==> config.mk <==
export PLATFORM = sky130hd
export DESIGN_NAME = rcc_clk_en_top
export DESIGN_NICKNAME = d
export VERILOG_FILES = /design/src/logic/rcc_pkg.sv /design/src/logic/rcc_apb_regs.sv /design/src/logic/rcc_prescaler.sv /design/src/logic/rcc_gate_ctrl.sv /design/src/logic/rcc_clk_en_top.sv
export SDC_FILE = /design/constraint.sdc
export NUM_CORES = 1
export LEC_CHECK = 0
export BUFFER_PORTS_ARGS = -buffer_cell sky130_fd_sc_hd__buf_4
export CORE_ASPECT_RATIO = 0.7
export CORE_MARGIN = 1.5
export CORE_UTILIZATION = 55
export DETAILED_ROUTE_END_ITERATION = 16
export PLACE_DENSITY = 0.81
export SETUP_SLACK_MARGIN = 0.05
export SYNTH_ARGS = -nofsm -noshare
export SYNTH_HDL_FRONTEND = slang
export SYNTH_SLANG_ARGS = --single-unit
export TNS_END_PERCENT = 5
==> constraint.sdc <==
create_clock -name i_clk -period 3.6 [get_ports i_clk]
set_input_delay 0.54 -clock i_clk [delete_from_list [all_inputs] [get_ports i_clk]]
set_output_delay 0.54 -clock i_clk [all_outputs]
set_load 0.02 [all_outputs]
==> src/logic/rcc_pkg.sv <==
// rcc shared definitions
`default_nettype none

package rcc_pkg;

  // ========================================
  // apb bus geometry
  // ========================================
  localparam int APB_AW = 4;
  localparam int APB_DW = 32;

  // prescaler counter width, covers divide by 256
  localparam int RATIO_MAX_W = 8;

  // ========================================
  // prescaler codes and allocation
  // ========================================
  // top bit clear means divide by 1
  typedef logic [3:0] hpre_t;
  typedef logic [2:0] ppre_t;

  // one bit per bus a sleeping cpu keeps alive
  typedef logic [2:0] alloc_t;

  localparam int ALLOC_AHB1 = 0;
  localparam int ALLOC_APB1 = 1;
  localparam int ALLOC_APB2 = 2;

  // ========================================
  // register map
  // ========================================
  localparam logic [APB_AW-1:0] CFGR_OFS  = 4'h0;
  localparam logic [APB_AW-1:0] ALLOC_OFS = 4'h4;

  // cfgr fields
  localparam int HPRE_LSB  = 0;
  localparam int PPRE1_LSB = 4;
  localparam int PPRE2_LSB = 8;

  // alloc fields
  localparam int C1_ALLOC_LSB = 0;
  localparam int C2_ALLOC_LSB = 4;

endpackage

`default_nettype wire

==> src/logic/rcc_apb_regs.sv <==
// rcc apb register file
`default_nettype none
`timescale 1ns/1ps

module rcc_apb_regs (
  input  logic                       i_clk,
  input  logic                       i_arst_n,
  // apb slave
  input  logic                       i_psel,
  input  logic                       i_penable,
  input  logic                       i_pwrite,
  input  logic [rcc_pkg::APB_AW-1:0] i_paddr,
  input  logic [rcc_pkg::APB_DW-1:0] i_pwdata,
  output logic [rcc_pkg::APB_DW-1:0] o_prdata,
  output logic                       o_pready,
  output logic                       o_pslverr,
  // configuration
  output rcc_pkg::hpre_t             o_hpre,
  output rcc_pkg::ppre_t             o_ppre1,
  output rcc_pkg::ppre_t             o_ppre2,
  output rcc_pkg::alloc_t            o_c1_alloc,
  output rcc_pkg::alloc_t            o_c2_alloc
);
  import rcc_pkg::*;

  logic access;
  logic sel_cfgr;
  logic sel_alloc;
  logic addr_hit;

  // ========================================
  // address decode
  // ========================================
  assign access    = i_psel & i_penable;
  assign sel_cfgr  = (i_paddr == CFGR_OFS);
  assign sel_alloc = (i_paddr == ALLOC_OFS);
  assign addr_hit  = sel_cfgr | sel_alloc;

  // every access finishes in its first access cycle
  assign o_pready  = 1'b1;
  assign o_pslverr = access & ~addr_hit;

  // ========================================
  // registers
  // ========================================
  // written on the edge that closes the access phase
  always_ff @(posedge i_clk or negedge i_arst_n) begin
    if (!i_arst_n) begin
      o_hpre     <= '0;
      o_ppre1    <= '0;
      o_ppre2    <= '0;
      o_c1_alloc <= '0;
      o_c2_alloc <= '0;
    end else if (access && i_pwrite) begin
      if (sel_cfgr) begin
        o_hpre  <= i_pwdata[HPRE_LSB +: $bits(hpre_t)];
        o_ppre1 <= i_pwdata[PPRE1_LSB +: $bits(ppre_t)];
        o_ppre2 <= i_pwdata[PPRE2_LSB +: $bits(ppre_t)];
      end
      if (sel_alloc) begin
        o_c1_alloc <= i_pwdata[C1_ALLOC_LSB +: $bits(alloc_t)];
        o_c2_alloc <= i_pwdata[C2_ALLOC_LSB +: $bits(alloc_t)];
      end
    end
  end

  // read mux, unused bits and unmapped offsets give zero
  always_comb begin
    o_prdata = '0;
    if (sel_cfgr) begin
      o_prdata[HPRE_LSB +: $bits(hpre_t)]  = o_hpre;
      o_prdata[PPRE1_LSB +: $bits(ppre_t)] = o_ppre1;
      o_prdata[PPRE2_LSB +: $bits(ppre_t)] = o_ppre2;
    end
    if (sel_alloc) begin
      o_prdata[C1_ALLOC_LSB +: $bits(alloc_t)] = o_c1_alloc;
      o_prdata[C2_ALLOC_LSB +: $bits(alloc_t)] = o_c2_alloc;
    end
  end

endmodule

`default_nettype wire

==> src/logic/rcc_prescaler.sv <==
// programmable tick prescaler
`default_nettype none
`timescale 1ns/1ps

module rcc_prescaler #(
  parameter type code_t = rcc_pkg::hpre_t
) (
  input  logic  i_clk,
  input  logic  i_arst_n,
  input  logic  i_tick,
  input  code_t i_code,
  output logic  o_tick
);
  import rcc_pkg::*;

  // top bit enables division, the rest is the exponent
  localparam int CODE_W = $bits(code_t);
  localparam int EXP_W  = CODE_W - 1;

  typedef logic [RATIO_MAX_W:0]   ratio_t;
  typedef logic [RATIO_MAX_W-1:0] cnt_t;

  ratio_t ratio;
  cnt_t   last;
  cnt_t   cnt;
  code_t  code_q;
  logic   code_chg;

  // ========================================
  // ratio decode
  // ========================================
  always_comb begin
    if (i_code[CODE_W-1]) begin
      ratio = ratio_t'(2) << i_code[EXP_W-1:0];
    end else begin
      ratio = ratio_t'(1);
    end
    // terminal count, 0 for divide by 1
    last = cnt_t'(ratio - ratio_t'(1));
  end

  assign code_chg = (i_code != code_q);

  // ========================================
  // tick counter
  // ========================================
  always_ff @(posedge i_clk or negedge i_arst_n) begin
    if (!i_arst_n) begin
      code_q <= '0;
      cnt    <= '0;
      o_tick <= 1'b0;
    end else begin
      code_q <= i_code;
      if (code_chg) begin
        // restart the count with the new ratio
        cnt    <= '0;
        o_tick <= 1'b0;
      end else if (i_tick) begin
        if (cnt == last) begin
          cnt    <= '0;
          o_tick <= 1'b1;
        end else begin
          cnt    <= cnt + cnt_t'(1);
          o_tick <= 1'b0;
        end
      end else begin
        o_tick <= 1'b0;
      end
    end
  end

endmodule

`default_nettype wire

==> src/logic/rcc_gate_ctrl.sv <==
// rcc clock enable gating
`default_nettype none
`timescale 1ns/1ps

module rcc_gate_ctrl (
  input  logic            i_clk,
  input  logic            i_arst_n,
  // ticks from the prescaler chain
  input  logic            i_hclk_tick,
  input  logic            i_pclk1_tick,
  input  logic            i_pclk2_tick,
  // cpu power state
  input  logic            i_c1_sleep,
  input  logic            i_c1_deepsleep,
  input  logic            i_c2_sleep,
  input  logic            i_c2_deepsleep,
  // bridge activity
  input  logic            i_ahb1_busy,
  input  logic            i_apb1_busy,
  input  logic            i_apb2_busy,
  input  logic            i_sys_stop,
  input  rcc_pkg::alloc_t i_c1_alloc,
  input  rcc_pkg::alloc_t i_c2_alloc,
  // enables
  output logic            o_hclk_en,
  output logic            o_c1_clk_en,
  output logic            o_c2_clk_en,
  output logic            o_ahb1_clk_en,
  output logic            o_apb1_clk_en,
  output logic            o_apb2_clk_en
);
  import rcc_pkg::*;

  logic run;
  logic c1_sleep_mode;
  logic c2_sleep_mode;
  logic c1_gate;
  logic c2_gate;
  logic apb1_gate;
  logic apb2_gate;
  logic ahb1_gate;
  logic hclk_tick_q;

  // ========================================
  // gate terms
  // ========================================
  assign run           = ~i_sys_stop;
  assign c1_sleep_mode = i_c1_sleep & ~i_c1_deepsleep;
  assign c2_sleep_mode = i_c2_sleep & ~i_c2_deepsleep;

  assign c1_gate = ~i_c1_sleep & ~i_c1_deepsleep;
  assign c2_gate = ~i_c2_sleep & ~i_c2_deepsleep;

  // bus stays on for an awake cpu2, a sleeping owner or pending traffic
  assign apb1_gate = ~i_c2_sleep | (c2_sleep_mode & i_c2_alloc[ALLOC_APB1])
                   | (c1_sleep_mode & i_c1_alloc[ALLOC_APB1]) | i_apb1_busy;
  assign apb2_gate = ~i_c2_sleep | (c2_sleep_mode & i_c2_alloc[ALLOC_APB2])
                   | (c1_sleep_mode & i_c1_alloc[ALLOC_APB2]) | i_apb2_busy;

  // both apb bridges hang off ahb1
  assign ahb1_gate = ~i_c2_sleep | (c2_sleep_mode & i_c2_alloc[ALLOC_AHB1])
                   | (c1_sleep_mode & i_c1_alloc[ALLOC_AHB1]) | i_ahb1_busy
                   | apb1_gate | apb2_gate;

  // ========================================
  // registered enables
  // ========================================
  // hclk tick is held back one stage to line up with the apb prescaler output
  always_ff @(posedge i_clk or negedge i_arst_n) begin
    if (!i_arst_n) begin
      hclk_tick_q   <= 1'b0;
      o_hclk_en     <= 1'b0;
      o_c1_clk_en   <= 1'b0;
      o_c2_clk_en   <= 1'b0;
      o_ahb1_clk_en <= 1'b0;
      o_apb1_clk_en <= 1'b0;
      o_apb2_clk_en <= 1'b0;
    end else begin
      hclk_tick_q   <= i_hclk_tick;
      o_hclk_en     <= hclk_tick_q & run;
      o_c1_clk_en   <= hclk_tick_q & c1_gate & run;
      o_c2_clk_en   <= hclk_tick_q & c2_gate & run;
      o_ahb1_clk_en <= hclk_tick_q & ahb1_gate & run;
      o_apb1_clk_en <= i_pclk1_tick & apb1_gate & run;
      o_apb2_clk_en <= i_pclk2_tick & apb2_gate & run;
    end
  end

endmodule

`default_nettype wire

==> src/logic/rcc_clk_en_top.sv <==
// rcc clock enable top
`default_nettype none
`timescale 1ns/1ps

module rcc_clk_en_top (
  input  logic                       i_clk,
  input  logic                       i_arst_n,
  // apb slave
  input  logic                       i_psel,
  input  logic                       i_penable,
  input  logic                       i_pwrite,
  input  logic [rcc_pkg::APB_AW-1:0] i_paddr,
  input  logic [rcc_pkg::APB_DW-1:0] i_pwdata,
  output logic [rcc_pkg::APB_DW-1:0] o_prdata,
  output logic                       o_pready,
  output logic                       o_pslverr,
  // cpu and bus state
  input  logic                       i_c1_sleep,
  input  logic                       i_c1_deepsleep,
  input  logic                       i_c2_sleep,
  input  logic                       i_c2_deepsleep,
  input  logic                       i_ahb1_busy,
  input  logic                       i_apb1_busy,
  input  logic                       i_apb2_busy,
  input  logic                       i_sys_stop,
  // enables
  output logic                       o_hclk_en,
  output logic                       o_c1_clk_en,
  output logic                       o_c2_clk_en,
  output logic                       o_ahb1_clk_en,
  output logic                       o_apb1_clk_en,
  output logic                       o_apb2_clk_en
);
  import rcc_pkg::*;

  hpre_t  hpre;
  ppre_t  ppre1;
  ppre_t  ppre2;
  alloc_t c1_alloc;
  alloc_t c2_alloc;
  logic   hclk_tick;
  logic   pclk1_tick;
  logic   pclk2_tick;

  rcc_apb_regs u_regs (
    .i_clk      (i_clk),
    .i_arst_n   (i_arst_n),
    .i_psel     (i_psel),
    .i_penable  (i_penable),
    .i_pwrite   (i_pwrite),
    .i_paddr    (i_paddr),
    .i_pwdata   (i_pwdata),
    .o_prdata   (o_prdata),
    .o_pready   (o_pready),
    .o_pslverr  (o_pslverr),
    .o_hpre     (hpre),
    .o_ppre1    (ppre1),
    .o_ppre2    (ppre2),
    .o_c1_alloc (c1_alloc),
    .o_c2_alloc (c2_alloc)
  );

  // ========================================
  // prescaler chain
  // ========================================
  // system clock ticks every cycle
  rcc_prescaler #(
    .code_t (hpre_t)
  ) u_ahb_pre (
    .i_clk    (i_clk),
    .i_arst_n (i_arst_n),
    .i_tick   (1'b1),
    .i_code   (hpre),
    .o_tick   (hclk_tick)
  );

  rcc_prescaler #(
    .code_t (ppre_t)
  ) u_apb1_pre (
    .i_clk    (i_clk),
    .i_arst_n (i_arst_n),
    .i_tick   (hclk_tick),
    .i_code   (ppre1),
    .o_tick   (pclk1_tick)
  );

  rcc_prescaler #(
    .code_t (ppre_t)
  ) u_apb2_pre (
    .i_clk    (i_clk),
    .i_arst_n (i_arst_n),
    .i_tick   (hclk_tick),
    .i_code   (ppre2),
    .o_tick   (pclk2_tick)
  );

  rcc_gate_ctrl u_gate (
    .i_clk          (i_clk),
    .i_arst_n       (i_arst_n),
    .i_hclk_tick    (hclk_tick),
    .i_pclk1_tick   (pclk1_tick),
    .i_pclk2_tick   (pclk2_tick),
    .i_c1_sleep     (i_c1_sleep),
    .i_c1_deepsleep (i_c1_deepsleep),
    .i_c2_sleep     (i_c2_sleep),
    .i_c2_deepsleep (i_c2_deepsleep),
    .i_ahb1_busy    (i_ahb1_busy),
    .i_apb1_busy    (i_apb1_busy),
    .i_apb2_busy    (i_apb2_busy),
    .i_sys_stop     (i_sys_stop),
    .i_c1_alloc     (c1_alloc),
    .i_c2_alloc     (c2_alloc),
    .o_hclk_en      (o_hclk_en),
    .o_c1_clk_en    (o_c1_clk_en),
    .o_c2_clk_en    (o_c2_clk_en),
    .o_ahb1_clk_en  (o_ahb1_clk_en),
    .o_apb1_clk_en  (o_apb1_clk_en),
    .o_apb2_clk_en  (o_apb2_clk_en)
  );

endmodule

`default_nettype wire

==> results.md, run 1 <==
* Status: finished, final reports clean
* Synth warn at 0
* Cell types with the highest counts after synthesis: sky130_fd_sc_hd__dfrtp_1 (60), sky130_fd_sc_hd__buf_4 (27), sky130_fd_sc_hd__nor2_1 (21)
* CTS Sinks at 60
* Critical path class: primary input to primary output
* Buffer depth of the longest clock path at 2
* Switching power of the nets at 0.000530 W
* Crit path largest cell delay at 330 ps
* Buffer cell driving the clock tree root: sky130_fd_sc_hd__clkbuf_8
* DRC violations left at 0
* Number of buffer cells added on primary ports at 43
* Top cells by area, synth: sky130_fd_sc_hd__dfrtp_1 (49%), sky130_fd_sc_hd__buf_4 (6.6%), sky130_fd_sc_hd__mux2_2 (4.8%)
* IR drop worst, VDD at 0.226 mV
* Wire per inst at 15.1 um
* Number of nets in the final layout at 388
* Filler-free cell count of the finished design at 413
* Data required time of the worst path at 3060 ps
* Register area at 1500 um^2
* Share of total power in the clock network at 34.9%
* Max FO, Critical Path at 7
* Area of the die at 6050 um^2
* EDFF count, synth at 0
* Overall die height at 65.5 um
* Unrepaired setup endpoints after global routing: no
* Slew of the pin with the lowest slew margin at 918 ps
* Leading area contributor after synthesis: sky130_fd_sc_hd__dfrtp_1
* Power density cells at 494 nW/um^2
* Hold Slack at 266 ps
* Post-CTS setup repair buffer count at 0
* Switching power as a share of total power at 30.2%
* Crit path cell chain: buf_4 > nor3_1 > and2_1 > a22o_1 > buf_4
* # Max-Cap Violations at 0
* Standard-cell row count at 22
* Count of different cell masters after synthesis at 45
* Total Neg Setup Slack at 0 ps
* Total half-perimeter wirelength after legalization and detailed placement at 4310 um
* Met3 Usage GRT at 6.25%
* Clock buffers created by TritonCTS at 9
* Number of fill cells at 449
* Share of the clock period used by the worst path after layout at 58.2%
* Top delay family on crit path: simple AND/OR/NAND/NOR gates
* Weighted congestion reported at the end of routability-driven placement at 0.835
* Final global-route overflow total at 0
* Setup violations, final at 0
* Met2 capacity usage during global routing at 32.4%
* Number of global-route vias before repair at 2,128
* Global-route layer with the greatest usage: met1
* Clock slew seen by the registers of the worst setup and hold paths at 60 ps
* Starting density of the core at 57.8%
* Placeable Area at 5310 um^2
* Sequential share of power at 47.9%
* Achievable frequency at 477 MHz
* Pin count of the biggest net entering global routing at 61
* Hold violation count in the final report at 0
* Most numerous cell in the Yosys netlist: sky130_fd_sc_hd__dfrtp_1
* Static leakage power at 1.64 nW
* Layout overhead on the synthesized area at 15.3%
* Clock period minus final worst setup slack at 2100 ps
* Cell area after layout at 3540 um^2
* Worst clock skew at 8.69 ps
* Share of power burned in combinational logic at 17.3%
* Mapped Avg Cell Area at 10.5 um^2
* Buf+Inv Stages, Crit Path at 2
* Number of buffers added to fix hold violations after cts at 0
* Top-level port count at 89
* Synthesized netlist cell count at 294
* Internal portion of total power at 0.00122 W
* Grt met1 use at 32.7%
* Number of antenna violations at the first check in global routing at 0
* Clock latency on the worst-skew pair at 340 ps
* Kind of start point of the critical path: primary input
* Share of cells above drive strength 1 at 22.6%
* Antenna Cells at 0
* Area occupied by multi-input gates at 1380 um^2
* Main flop type after synthesis: sky130_fd_sc_hd__dfrtp_1
* Wire length of the first global-routing pass at 10,500 um
* Number of vias after detailed routing at 2,243
* Highest-delay cell along the critical path: sky130_fd_sc_hd__and2_1
* Area share of the largest cell type after synthesis at 48.9%
* Class of the tightest hold or removal check: primary input to asynchronous set/reset pin
* TritonCTS clock tree: yes
* Depth of the CTS H-tree at 3
* Cells after DPL at 397
* Post-Syn Area at 3070 um^2
* Seq/Total Area, Yosys at 48.9%
* Tightest slew margin relative to the limit at 37.2%
* Total Routing Usage GR at 22.7%
* Count of cells resized by post-cts repair at 0
* Die outline width at 92.3 um
* Average via count per standard cell at 5.43
* Antenna Nets Post-Route at 0
* Cell mode on critical path: sky130_fd_sc_hd__buf_4
* First-pass DRT Iterations at 4
* Starting DRC count in detailed routing at 141
* CP Data Arrival Time at 1560 ps
* Max-slew violations at 0
* Detailed-route wire length at 6220 um
* Number of register bits inferred by synthesis at 60
* FFs w/ async S/R, synth at 100%
* Critical path capture point type: primary output
* Placed standard-cell area at 3340 um^2
[power groups by stage]
stage	Sequential, W	Clock [W]	Combinational, W
final	0.000838	0.000611	0.000302
after global routing	0.000851	0.000651	0.000337
after CTS	0.000837	0.000622	0.000303
after detailed placement	0.000849	0	0.000301
after global placement	0.000844	0	0.000296
after floorplan	0.000804	0	0.000263
[state kept, by name, indices dropped and copies added (netlist names), 4 cells and up]
| signal | flops |
|---|---|
| u_ahb_pre.cnt | 8 |
| u_apb1_pre.cnt | 8 |
| u_apb2_pre.cnt | 8 |
| u_ahb_pre.code_q | 4 |
| u_regs.o_hpre | 4 |
[path summary, 6_finish.rpt]
path,startpoint,endpoint,slack [ps],cells past startpoint
setup / recovery,i_paddr[1],o_prdata[5],1500,5
hold / removal,i_arst_n,u_regs.o_c1_alloc[0]$_DFFE_PN0P_,270,1
setup reg to reg,u_regs.o_hpre[3]$_DFFE_PN0P_,u_ahb_pre.cnt[2]$_DFF_PN0_,1650,5
hold reg to reg,u_regs.o_ppre1[1]$_DFFE_PN0P_,u_apb1_pre.code_q[1]$_DFF_PN0_,500,0
max in group asynchronous,i_arst_n,u_regs.o_ppre2[1]$_DFFE_PN0P_,2850,1
min in group i_clk,i_c2_sleep,u_gate.o_c2_clk_en$_DFF_PN0_,370,2
[area by class of cell]
| cell class | count | share of cell area [%] |
|---|---|---|
| Sequential cell | 60 | 42.4 |
| Multi-Input combinational cell | 211 | 39.0 |
| Timing Repair Buffer | 44 | 9.32 |
| Clock buffer | 12 | 4.38 |
| Tap cell | 72 | 2.54 |
| Clock inverter | 4 | 1.34 |
| Inverter | 10 | 1.06 |
[logic make-up after synthesis]
logic type                 after synthesis  synth area share [%]
AOI/OAI and AO/OA                       50                  12.3
xor gates and xnor gates                23                  6.56
adders and majority gates                3                  1.22
buffers and inverters                   44                  8.96
DFF                                     60                  48.9
muxes                                   13                  4.76
other                                    2                 0.244
and+or+nand+nor                         99                  17.1
[metal layers]
layer / wire, um / vias to the layer above / share of wire, %
li1: - / 1079 / -
met1: 3020 / 1076 / 49
met2: 2660 / 77 / 43
met3: 434 / 11 / 7.0
met4: 100 / 0 / 1.6
met5: 0 / - / 0
[per-stage QoR]
stage | total power [W] | util [%] | worst slack, ps
finish | 0.00175 | 66.7 | 1500
global route | 0.00184 | 66.7 | 1440
CTS | 0.00176 | 66.7 | 1520
detailed placement | 0.00115 | 62.9 | 1320
global placement | 0.00114 | 62.9 | 1350
floorplan | 0.00107 | - | 1680
[placed cells by master (no fill, tap or decap), types with 5 or more instances in the layout]
cell and n:
sky130_fd_sc_hd__xnor2_1 11, sky130_fd_sc_hd__mux2_2 13, sky130_fd_sc_hd__a22o_1 6, sky130_fd_sc_hd__nand2b_1 5
sky130_fd_sc_hd__nand2_1 14, sky130_fd_sc_hd__nor2_1 21, sky130_fd_sc_hd__a21oi_1 7, sky130_fd_sc_hd__dfrtp_1 60
sky130_fd_sc_hd__buf_4 44, sky130_fd_sc_hd__and2_1 5, sky130_fd_sc_hd__xor2_1 12, sky130_fd_sc_hd__inv_1 10
sky130_fd_sc_hd__conb_1 23, sky130_fd_sc_hd__nand3_1 17, sky130_fd_sc_hd__or3_1 6, sky130_fd_sc_hd__nor3_1 5
sky130_fd_sc_hd__clkbuf_8 11, sky130_fd_sc_hd__o21ai_0 12
[worst reg2reg max path: stages, from the launching register on]
cell                      delay (ps)
sky130_fd_sc_hd__dfrtp_1         650
sky130_fd_sc_hd__nand3_2         140
sky130_fd_sc_hd__o32a_1          300
sky130_fd_sc_hd__o22a_1          230
sky130_fd_sc_hd__o31ai_4         410
sky130_fd_sc_hd__nor2_1          100
Power figures use the tool's default switching activity.
==> run 2: changes to the inputs <==
--- a/config.mk
+++ b/config.mk
@@ -8,9 +8,9 @@
 export BUFFER_PORTS_ARGS = -buffer_cell sky130_fd_sc_hd__buf_4
 export CORE_ASPECT_RATIO = 0.7
 export CORE_MARGIN = 1.5
-export CORE_UTILIZATION = 55
+export CORE_UTILIZATION = 47
 export DETAILED_ROUTE_END_ITERATION = 16
-export PLACE_DENSITY = 0.81
+export PLACE_DENSITY = 0.73
 export SETUP_SLACK_MARGIN = 0.05
 export SYNTH_ARGS = -nofsm -noshare
 export SYNTH_HDL_FRONTEND = slang
==> constraint.sdc (replaced) <==
create_clock -name i_clk -period 1.7 [get_ports i_clk]
set_input_delay 0.255 -clock i_clk [delete_from_list [all_inputs] [get_ports i_clk]]
set_output_delay 0.255 -clock i_clk [all_outputs]
set_load 0.02 [all_outputs]
==> run 2 against run 1 <==
  * The run now ends with negative setup slack left
  * Register-to-register slack worse by 1700 ps
  * Wire length grew 2.2%
  * First-iteration DRC count fell by 65%
  * Largest cell class unchanged
  * Worst setup slack got worse by 1500 ps
  * Die area increased by 16%
  * Sequential power is 110% higher
  * Final area is 6.2% higher
  * Utilization decreased by 6.7 points
==> results.md, run 2 (synthesis gave the netlist of run 1 again) <==
* Achievable frequency at 583 MHz
* Total Neg Setup Slack at -80.2 ps (-80.2 ps)
* Power density cells at 992 nW/um^2 (+100%)
* Number of fill cells at 538 (+20%)
* Final global-route overflow total at 0 (unchanged)
* Top-level port count at 89 (unchanged)
* Clock buffers created by TritonCTS at 9 (unchanged)
* Buffer cell driving the clock tree root: sky130_fd_sc_hd__clkbuf_8
* Number of nets in the final layout at 410 (+5.7%)
* Critical path class: flip-flop to flip-flop
* # Max-Cap Violations at 0 (unchanged)
* Area of the die at 7040 um^2 (+16%)
* Clock period minus final worst setup slack at 1710 ps
* DR top layer: met4
* DRC violations left at 0 (unchanged)
* Layout overhead on the synthesized area at 22.5%
* Starting DRC count in detailed routing at 49 (-65%)
* Largest registers: u_ahb_pre.cnt (8), u_apb1_pre.cnt (8), u_apb2_pre.cnt (8)
* CTS Sinks at 60 (unchanged)
* Data required time of the worst path at 1930 ps (-1130 ps)
* Pin count of the biggest net entering global routing at 61 (unchanged)
* Wire length of the first global-routing pass at 10,900 um (+4.3%)
* Overall die height at 70.7 um (+7.8%)
* Crit path largest cell delay at 470 ps (+140 ps)
* TritonCTS clock tree: yes
* Wire length on met1 at 3210 um (+6.5%)
* Crit path cell chain: buf_4 > o32a_1 > o22a_1 > o31ai_4 > buf_6 > nor2_1
* Critical path capture point type: flip-flop
* Class of the tightest hold or removal check: primary input to flip-flop
* Hold Slack at 80.0 ps (-186 ps)
* Total Routing Usage GR at 20.0% (-2.7 points)
* Average via count per standard cell at 5.26 (-3.1%)
* Most used cells in the layout excluding fill and tap cells: sky130_fd_sc_hd__buf_4 (59), sky130_fd_sc_hd__dfrtp_1 (57), sky130_fd_sc_hd__conb_1 (23), sky130_fd_sc_hd__nor2_1 (18), sky130_fd_sc_hd__nand3_1 (15)
* Cell area after layout at 3760 um^2 (+6.2%)
* Placed standard-cell area at 3510 um^2 (+5.0%)
* Buffer depth of the longest clock path at 2 (unchanged)
* Slack of the critical path at -14.1 ps (-1520 ps)
* Static leakage power at 1.76 nW (+7.0%)
* Launching element of the worst setup path: u_regs.o_hpre[0]$_DFFE_PN0P_
* DR WL met3 at 290 um (-33%)
* Number of global-route vias before repair at 2,241 (+5.3%)
* Top delay family on crit path: compound AO/OA/AOI/OAI gates
* Max-slew violations at 0 (unchanged)
* Placeable Area at 6280 um^2 (+18%)
* Hold violation count in the final report at 0 (unchanged)
* Share of cells above drive strength 1 at 29.6% (+7.0 points)
* CP Data Arrival Time at 1940 ps (+380 ps)
* Number of antenna violations at the first check in global routing at 0 (unchanged)
* Utilization after layout at 60.0% (-6.7 points)
* FF-to-FF Start: u_regs.o_hpre[0]$_DFFE_PN0P_
* Highest-delay cell along the critical path: sky130_fd_sc_hd__dfrtp_2
* Detailed-route wire length at 6360 um (+2.2%)
* First-pass DRT Iterations at 4 (unchanged)
* Antenna Cells at 0 (unchanged)
* Number of buffer cells added on primary ports at 43 (unchanged)
* Worst min-delay path startpoint: i_c2_sleep
* Leading cell type in the layout, fill and taps excluded: sky130_fd_sc_hd__buf_4
* Standard-cell row count at 24 (+9.1%)
* Wire per inst at 14.4 um (-4.1%)
* Violated checks: negative setup slack
* Status: finished with violations
* IR drop worst, VDD at 0.475 mV (+110%)
* Total half-perimeter wirelength after legalization and detailed placement at 4560 um (+5.9%)
* Clock latency on the worst-skew pair at 340 ps (about the same)
* Max FO, Critical Path at 8 (+1)
* Weighted congestion reported at the end of routability-driven placement at 0.792 (-5.1%)
* Depth of the CTS H-tree at 3 (unchanged)
* Unrepaired setup endpoints after global routing: yes
* Routed met2 length at 2780 um (+4.4%)
* Worst clock skew at 6.98 ps (-1.70 ps)
* Share of the clock period used by the worst path after layout at 101%
* Kind of start point of the critical path: flip-flop
* Starting density of the core at 49.0% (-8.9 points)
* Number of vias after detailed routing at 2,315 (+3.2%)
* Buf+Inv Stages, Crit Path at 2 (unchanged)
* Setup violations, final at 8 (+8)
* Antenna Nets Post-Route at 0 (unchanged)
* Die outline width at 99.6 um (+7.9%)
* Clock slew seen by the registers of the worst setup and hold paths at 70 ps (about the same)
==> run 2: cell types whose count changed in the layout (fill, tap and decap cells not counted), moves of 2 or more <==
cell                      before  now
sky130_fd_sc_hd__buf_4        44   59
sky130_fd_sc_hd__nand3_1      17   15
sky130_fd_sc_hd__dfrtp_1      60   57
sky130_fd_sc_hd__dfrtp_2       0    3
sky130_fd_sc_hd__buf_12        0    2
sky130_fd_sc_hd__nor2_1       21   18
sky130_fd_sc_hd__nand3_2       1    3
sky130_fd_sc_hd__nor2_2        0    3
sky130_fd_sc_hd__buf_6         0    4
==> run 2: through the flow <==
stage	cells	power [W]	worst slack [ps]
after global routing	440	0.00395	-76.1
after CTS	438	0.00374	29.1
final	440	0.00374	-14.1
after global placement	421	0.00253	-38.2
after detailed placement	421	0.00255	-107
after floorplan	315	0.00226	81.0
==> run 2: report_power, final <==
group          switching, W  internal, W
combinational      0.000478     0.000403
clock              0.000526     0.000597
sequential         0.000159      0.00157
==> run 2: final timing paths <==
kind                                                     to  slack [ps]  cells after the start
setup / recovery                 u_ahb_pre.cnt[3]$_DFF_PN0_         -10                      6
hold / removal                 u_gate.o_c2_clk_en$_DFF_PN0_          80                      2
setup reg to reg                 u_ahb_pre.cnt[3]$_DFF_PN0_         -10                      6
hold reg to reg              u_apb2_pre.code_q[1]$_DFF_PN0_         500                      0
max in group asynchronous      u_regs.o_hpre[2]$_DFFE_PN0P_         960                      3
min in group asynchronous  u_regs.o_c1_alloc[1]$_DFFE_PN0P_         460                      3
==> run 2: layout make-up <==
class	instances	area, um^2	share of cell area (%)
flip-flops and latches	60	1510	40.0
multi-input cells	211	1420	37.7
repair buffers	66	538	14.3
clock buffers	13	159	4.22
well taps	78	97.6	2.59
inverters	10	37.5	0.997
clock inverters	2	10.0	0.266
==> run 2: repair_timing <==
action | in CTS | in global routing
gates resized for setup | 9 | 7
hold buffers | 1 | 0
buffers inserted | 1 | 2
endpoints found under the setup margin | 9 | 12
endpoints found under the hold margin | 60 | 0
pin swaps | 5 | 3
==> run 2: layer usage <==
layer	vias up	global-route usage [%]
met4	0	6.10
met1	1128	28.5
li1	1116	-
met5	-	0
met3	8	6.32
met2	63	29.5
==> run 3: changes to the inputs <==
--- a/config.mk
+++ b/config.mk
@@ -5,12 +5,13 @@
 export SDC_FILE = /design/constraint.sdc
 export NUM_CORES = 1
 export LEC_CHECK = 0
+export ABC_AREA = 1
 export BUFFER_PORTS_ARGS = -buffer_cell sky130_fd_sc_hd__buf_4
 export CORE_ASPECT_RATIO = 0.7
 export CORE_MARGIN = 1.5
-export CORE_UTILIZATION = 47
+export CORE_UTILIZATION = 48
 export DETAILED_ROUTE_END_ITERATION = 16
-export PLACE_DENSITY = 0.73
+export PLACE_DENSITY = 0.74
 export SETUP_SLACK_MARGIN = 0.05
 export SYNTH_ARGS = -nofsm -noshare
 export SYNTH_HDL_FRONTEND = slang
==> run 3 against run 2 <==
  * The run now ends clean
  * Die area rose by 5.0%
  * Highest routed layer unchanged
  * Clock power rose by 9.8%
  * Largest cell class unchanged
  * Critical path depth fell by 2
  * Via count rose by 14%
  * Critical path type is now flip-flop to primary output
==> results.md, run 3 <==
* Status: finished, final reports clean
* Count of different cell masters after synthesis at 28 (-38%)
* Combinational family with the most area after synthesis: simple AND/OR/NAND/NOR gates
* Starting DRC count in detailed routing at 120 (+140%)
* Fraction of the mapped netlist area in adder cells at 1.14% (-0.085 points)
* Pin count of the biggest net entering global routing at 33 (-46%)
* Buffer depth of the longest clock path at 2 (unchanged)
* Wire per inst at 11.9 um (-18%)
* Leading area contributor after synthesis: sky130_fd_sc_hd__dfrtp_1
* Layout overhead on the synthesized area at 16.6%
* Crit path largest cell delay at 450 ps (-20 ps)
* Reg2reg setup slack at 250 ps (+260 ps)
* Number of register bits inferred by synthesis at 60 (unchanged)
* Main flop type after synthesis: sky130_fd_sc_hd__dfrtp_1
* CTS Sinks at 60 (unchanged)
* Number of global-route vias before repair at 2,374 (+5.9%)
* Share of cells above drive strength 1 at 18.3% (-11 points)
* Buffer cell driving the clock tree root: sky130_fd_sc_hd__clkbuf_8
* Worst min-delay path startpoint: i_c1_deepsleep
* Post-CTS setup repair buffer count at 0 (-1)
* Top-level port count at 89 (unchanged)
* Cell mode on critical path: sky130_fd_sc_hd__buf_4
* Detailed-route wire length at 6690 um (+5.3%)
* Final global-route overflow total at 0 (unchanged)
* Kind of start point of the critical path: flip-flop
* Hold violation count in the final report at 0 (unchanged)
* Slack of the critical path at 133 ps (+147 ps)
* Wire length of the first global-routing pass at 10,900 um (+0.26%)
* Hold Slack at 78.7 ps (-1.29 ps)
* Critical register-to-register path endpoint: u_apb1_pre.cnt[4]$_DFFE_PN0P_
* Total Routing Usage GR at 19.4% (-0.59 points)
* Utilization after layout at 57.5% (-2.5 points)
* TritonCTS clock tree: yes
* Multiplexer area fraction after synthesis at 0% (-4.8 points)
* FF-to-FF Start: u_regs.o_ppre1[2]$_DFFE_PN0P_
* Static leakage power at 2.02 nW (+15%)
* Weighted congestion reported at the end of routability-driven placement at 0.868 (+9.5%)
* FFs w/ async S/R, synth at 100% (unchanged)
* Synth warn at 0 (unchanged)
* Synthesized netlist cell count at 416 (+41%)
* Mapped Avg Cell Area at 7.94 um^2 (-24%)
* Top cells by area, synth: sky130_fd_sc_hd__dfrtp_1 (45%), sky130_fd_sc_hd__nand2_1 (9.8%), sky130_fd_sc_hd__inv_1 (6.0%)
* Post-Syn Area at 3300 um^2 (+7.5%)
* First-pass DRT Iterations at 4 (unchanged)
* Worst hold path endpoint: u_gate.o_c1_clk_en$_DFF_PN0_
* Antenna Cells at 0 (unchanged)
* Starting density of the core at 49.3% (+0.36 points)
* Most numerous cell in the Yosys netlist: sky130_fd_sc_hd__nand2_1
* Total Neg Setup Slack at 0 ps (+80.2 ps)
* Hold path cells at 2 (unchanged)
* DR top layer: met4
* Number of antenna violations at the first check in global routing at 0 (unchanged)
* # Max-Cap Violations at 0 (unchanged)
* Area of the die at 7390 um^2 (+5.0%)
* Power density cells at 980 nW/um^2 (-1.2%)
* Clock buffers created by TritonCTS at 9 (unchanged)
* Class of the tightest hold or removal check: primary input to flip-flop
* Average via count per standard cell at 4.69 (-11%)
* Number of buffer cells added on primary ports at 43 (unchanged)
* Max-slew violations at 0 (unchanged)
* Clock latency on the worst-skew pair at 330 ps (about the same)
* Highest-delay cell along the critical path: sky130_fd_sc_hd__dfrtp_1
* Worst setup slack before clock tree synthesis at 225 ps (+332 ps)
* Crit path cell chain: buf_4 > inv_1 > nor2_1 > buf_4
* Placeable Area at 6690 um^2 (+6.7%)
* Setup violations, final at 0 (-8)
* Filler-free cell count of the finished design at 563 (+28%)
* Critical path capture point type: primary output
* Wire length on met1 at 3430 um (+6.7%)
* Standard-cell row count at 25 (+4.2%)
* Die outline width at 102 um (+2.5%)
* Most used cells in the layout excluding fill and tap cells: sky130_fd_sc_hd__nand2_1 (86), sky130_fd_sc_hd__dfrtp_1 (58), sky130_fd_sc_hd__inv_1 (53), sky130_fd_sc_hd__buf_4 (47), sky130_fd_sc_hd__nor2_1 (35)
* Data required time of the worst path at 1440 ps (-490 ps)
* Share of synthesized cell area in and, or, nand and nor gates at 26.1% (+9.0 points)
* Leading cell type in the layout, fill and taps excluded: sky130_fd_sc_hd__nand2_1
* Number of fill cells at 624 (+16%)
* Max FO, Critical Path at 8 (unchanged)
* DRC violations left at 0 (unchanged)
* Number of vias after detailed routing at 2,643 (+14%)
* DR WL met3 at 377 um (+30%)
* Achievable frequency at 638 MHz (+9.4%)
* Worst reg-to-reg path cell count at 6 (unchanged)
* Clock slew seen by the registers of the worst setup and hold paths at 70 ps (about the same)
* Number of nets in the final layout at 517 (+26%)
* Antenna Nets Post-Route at 0 (unchanged)
* Seq/Total Area, Yosys at 45.5% (-3.4 points)
* IR drop worst, VDD at 0.403 mV (-15%)
* CP Data Arrival Time at 1310 ps (-630 ps)
* Largest registers: u_ahb_pre.cnt (8), u_apb1_pre.cnt (8), u_apb2_pre.cnt (8)
* Complex-gate fraction of the synthesized area at 6.21% (-6.1 points)
* Share of the synthesized netlist area taken by xor and xnor gates at 7.16% (+0.61 points)
* Worst clock skew at 5.17 ps (-1.82 ps)
* Share of the clock period used by the worst path after layout at 92.2% (-8.7 points)
* EDFF count, synth at 0 (unchanged)
* Cell types with the highest counts after synthesis: sky130_fd_sc_hd__nand2_1 (86), sky130_fd_sc_hd__dfrtp_1 (60), sky130_fd_sc_hd__inv_1 (53)
* Total half-perimeter wirelength after legalization and detailed placement at 4830 um (+5.8%)
* Unrepaired setup endpoints after global routing: yes
* Critical path class: flip-flop to primary output
* Cells after DPL at 547 (+30%)
* Area share of the largest cell type after synthesis at 45.5% (-3.4 points)
* Overall die height at 72.4 um (+2.5%)
* Routed met2 length at 2840 um (+2.2%)
* Depth of the CTS H-tree at 3 (unchanged)
* Clock period minus final worst setup slack at 1570 ps (-147 ps)
-- run 3: cell count changes after synthesis, sizes merged, moves of 6 or more --
cell	before	now
or3	6	0
inv	10	61
nand2	14	89
nand4	4	14
nor2	21	47
o21ai	12	29
nand3	18	32
mux2	13	0
-- run 3: report_power, final --
group / internal, W / switching, W
Combinational: 0.000291 / 0.000566
Clock: 0.000708 / 0.000520
Sequential: 0.00155 / 0.000133
-- run 3: worst max-delay path by stage --
stage	slack, ps	depth (start not counted)	start	to
2_1_floorplan	250	5	i_paddr[1]	o_prdata[1]
3_3_place_gp	240	9	u_regs.o_hpre[1]$_DFFE_PN0P_	u_ahb_pre.cnt[2]$_DFF_PN0_
3_5_place_dp	230	6	u_regs.o_ppre1[2]$_DFFE_PN0P_	u_apb1_pre.cnt[4]$_DFFE_PN0P_
4_1_cts	100	3	u_regs.o_hpre[1]$_DFFE_PN0P_	o_prdata[1]
5_1_grt	40	4	u_regs.o_hpre[3]$_DFFE_PN0P_	o_prdata[3]
6_report	130	4	u_regs.o_hpre[3]$_DFFE_PN0P_	o_prdata[3]
-- run 3: routing by layer --
metal,GRT usage [%],vias to the layer above
met1,27.7,1202
met3,6.74,6
met2,27.7,78
met5,0,-
met4,6.24,0
li1,-,1357
-- run 3: repair_timing --
action / 4_1_cts / 5_1_grt
resized for setup: 0 / 2
endpoints found under the setup margin: 0 / 10
hold endpoints to repair: 28 / 0
hold buffers: 1 / 0
-- run 3: critical path, delay by kind of cell, from the launching register on --
kind	cells	cell delay [ps]
flip-flops	1	450
buffers and inverters	3	410
AND/OR/NAND/NOR	1	110
-- run 3: metrics by stage --
step / power (W) / instance area [um^2]
5_1_grt: 0.00399 / 3850
2_1_floorplan: 0.00234 / 3380
4_1_cts: 0.00381 / 3850
6_report: 0.00377 / 3850
3_3_place_gp: 0.00253 / 3650
3_5_place_dp: 0.00256 / 3650
-- run 3: cell type report --
type	count	area [um^2]	share of cell area, %
tap	94	118	3.06
clock buffer	13	149	3.87
timing repair buffer	49	383	9.95
clock inverter	2	35.0	0.910
multi-input combinational	283	1430	37.1
sequential	60	1500	39.1
inverter	62	233	6.05
-- run 3: kinds of logic (layout without fill, tap and decap cells) --
logic type,after synthesis,after routing
AOI/OAI and AO/OA,38,38
xor gates and xnor gates,27,27
adders and majority gates,3,3
buffers and inverters,94,126
DFF,60,60
other,2,23
and+or+nand+nor,192,192
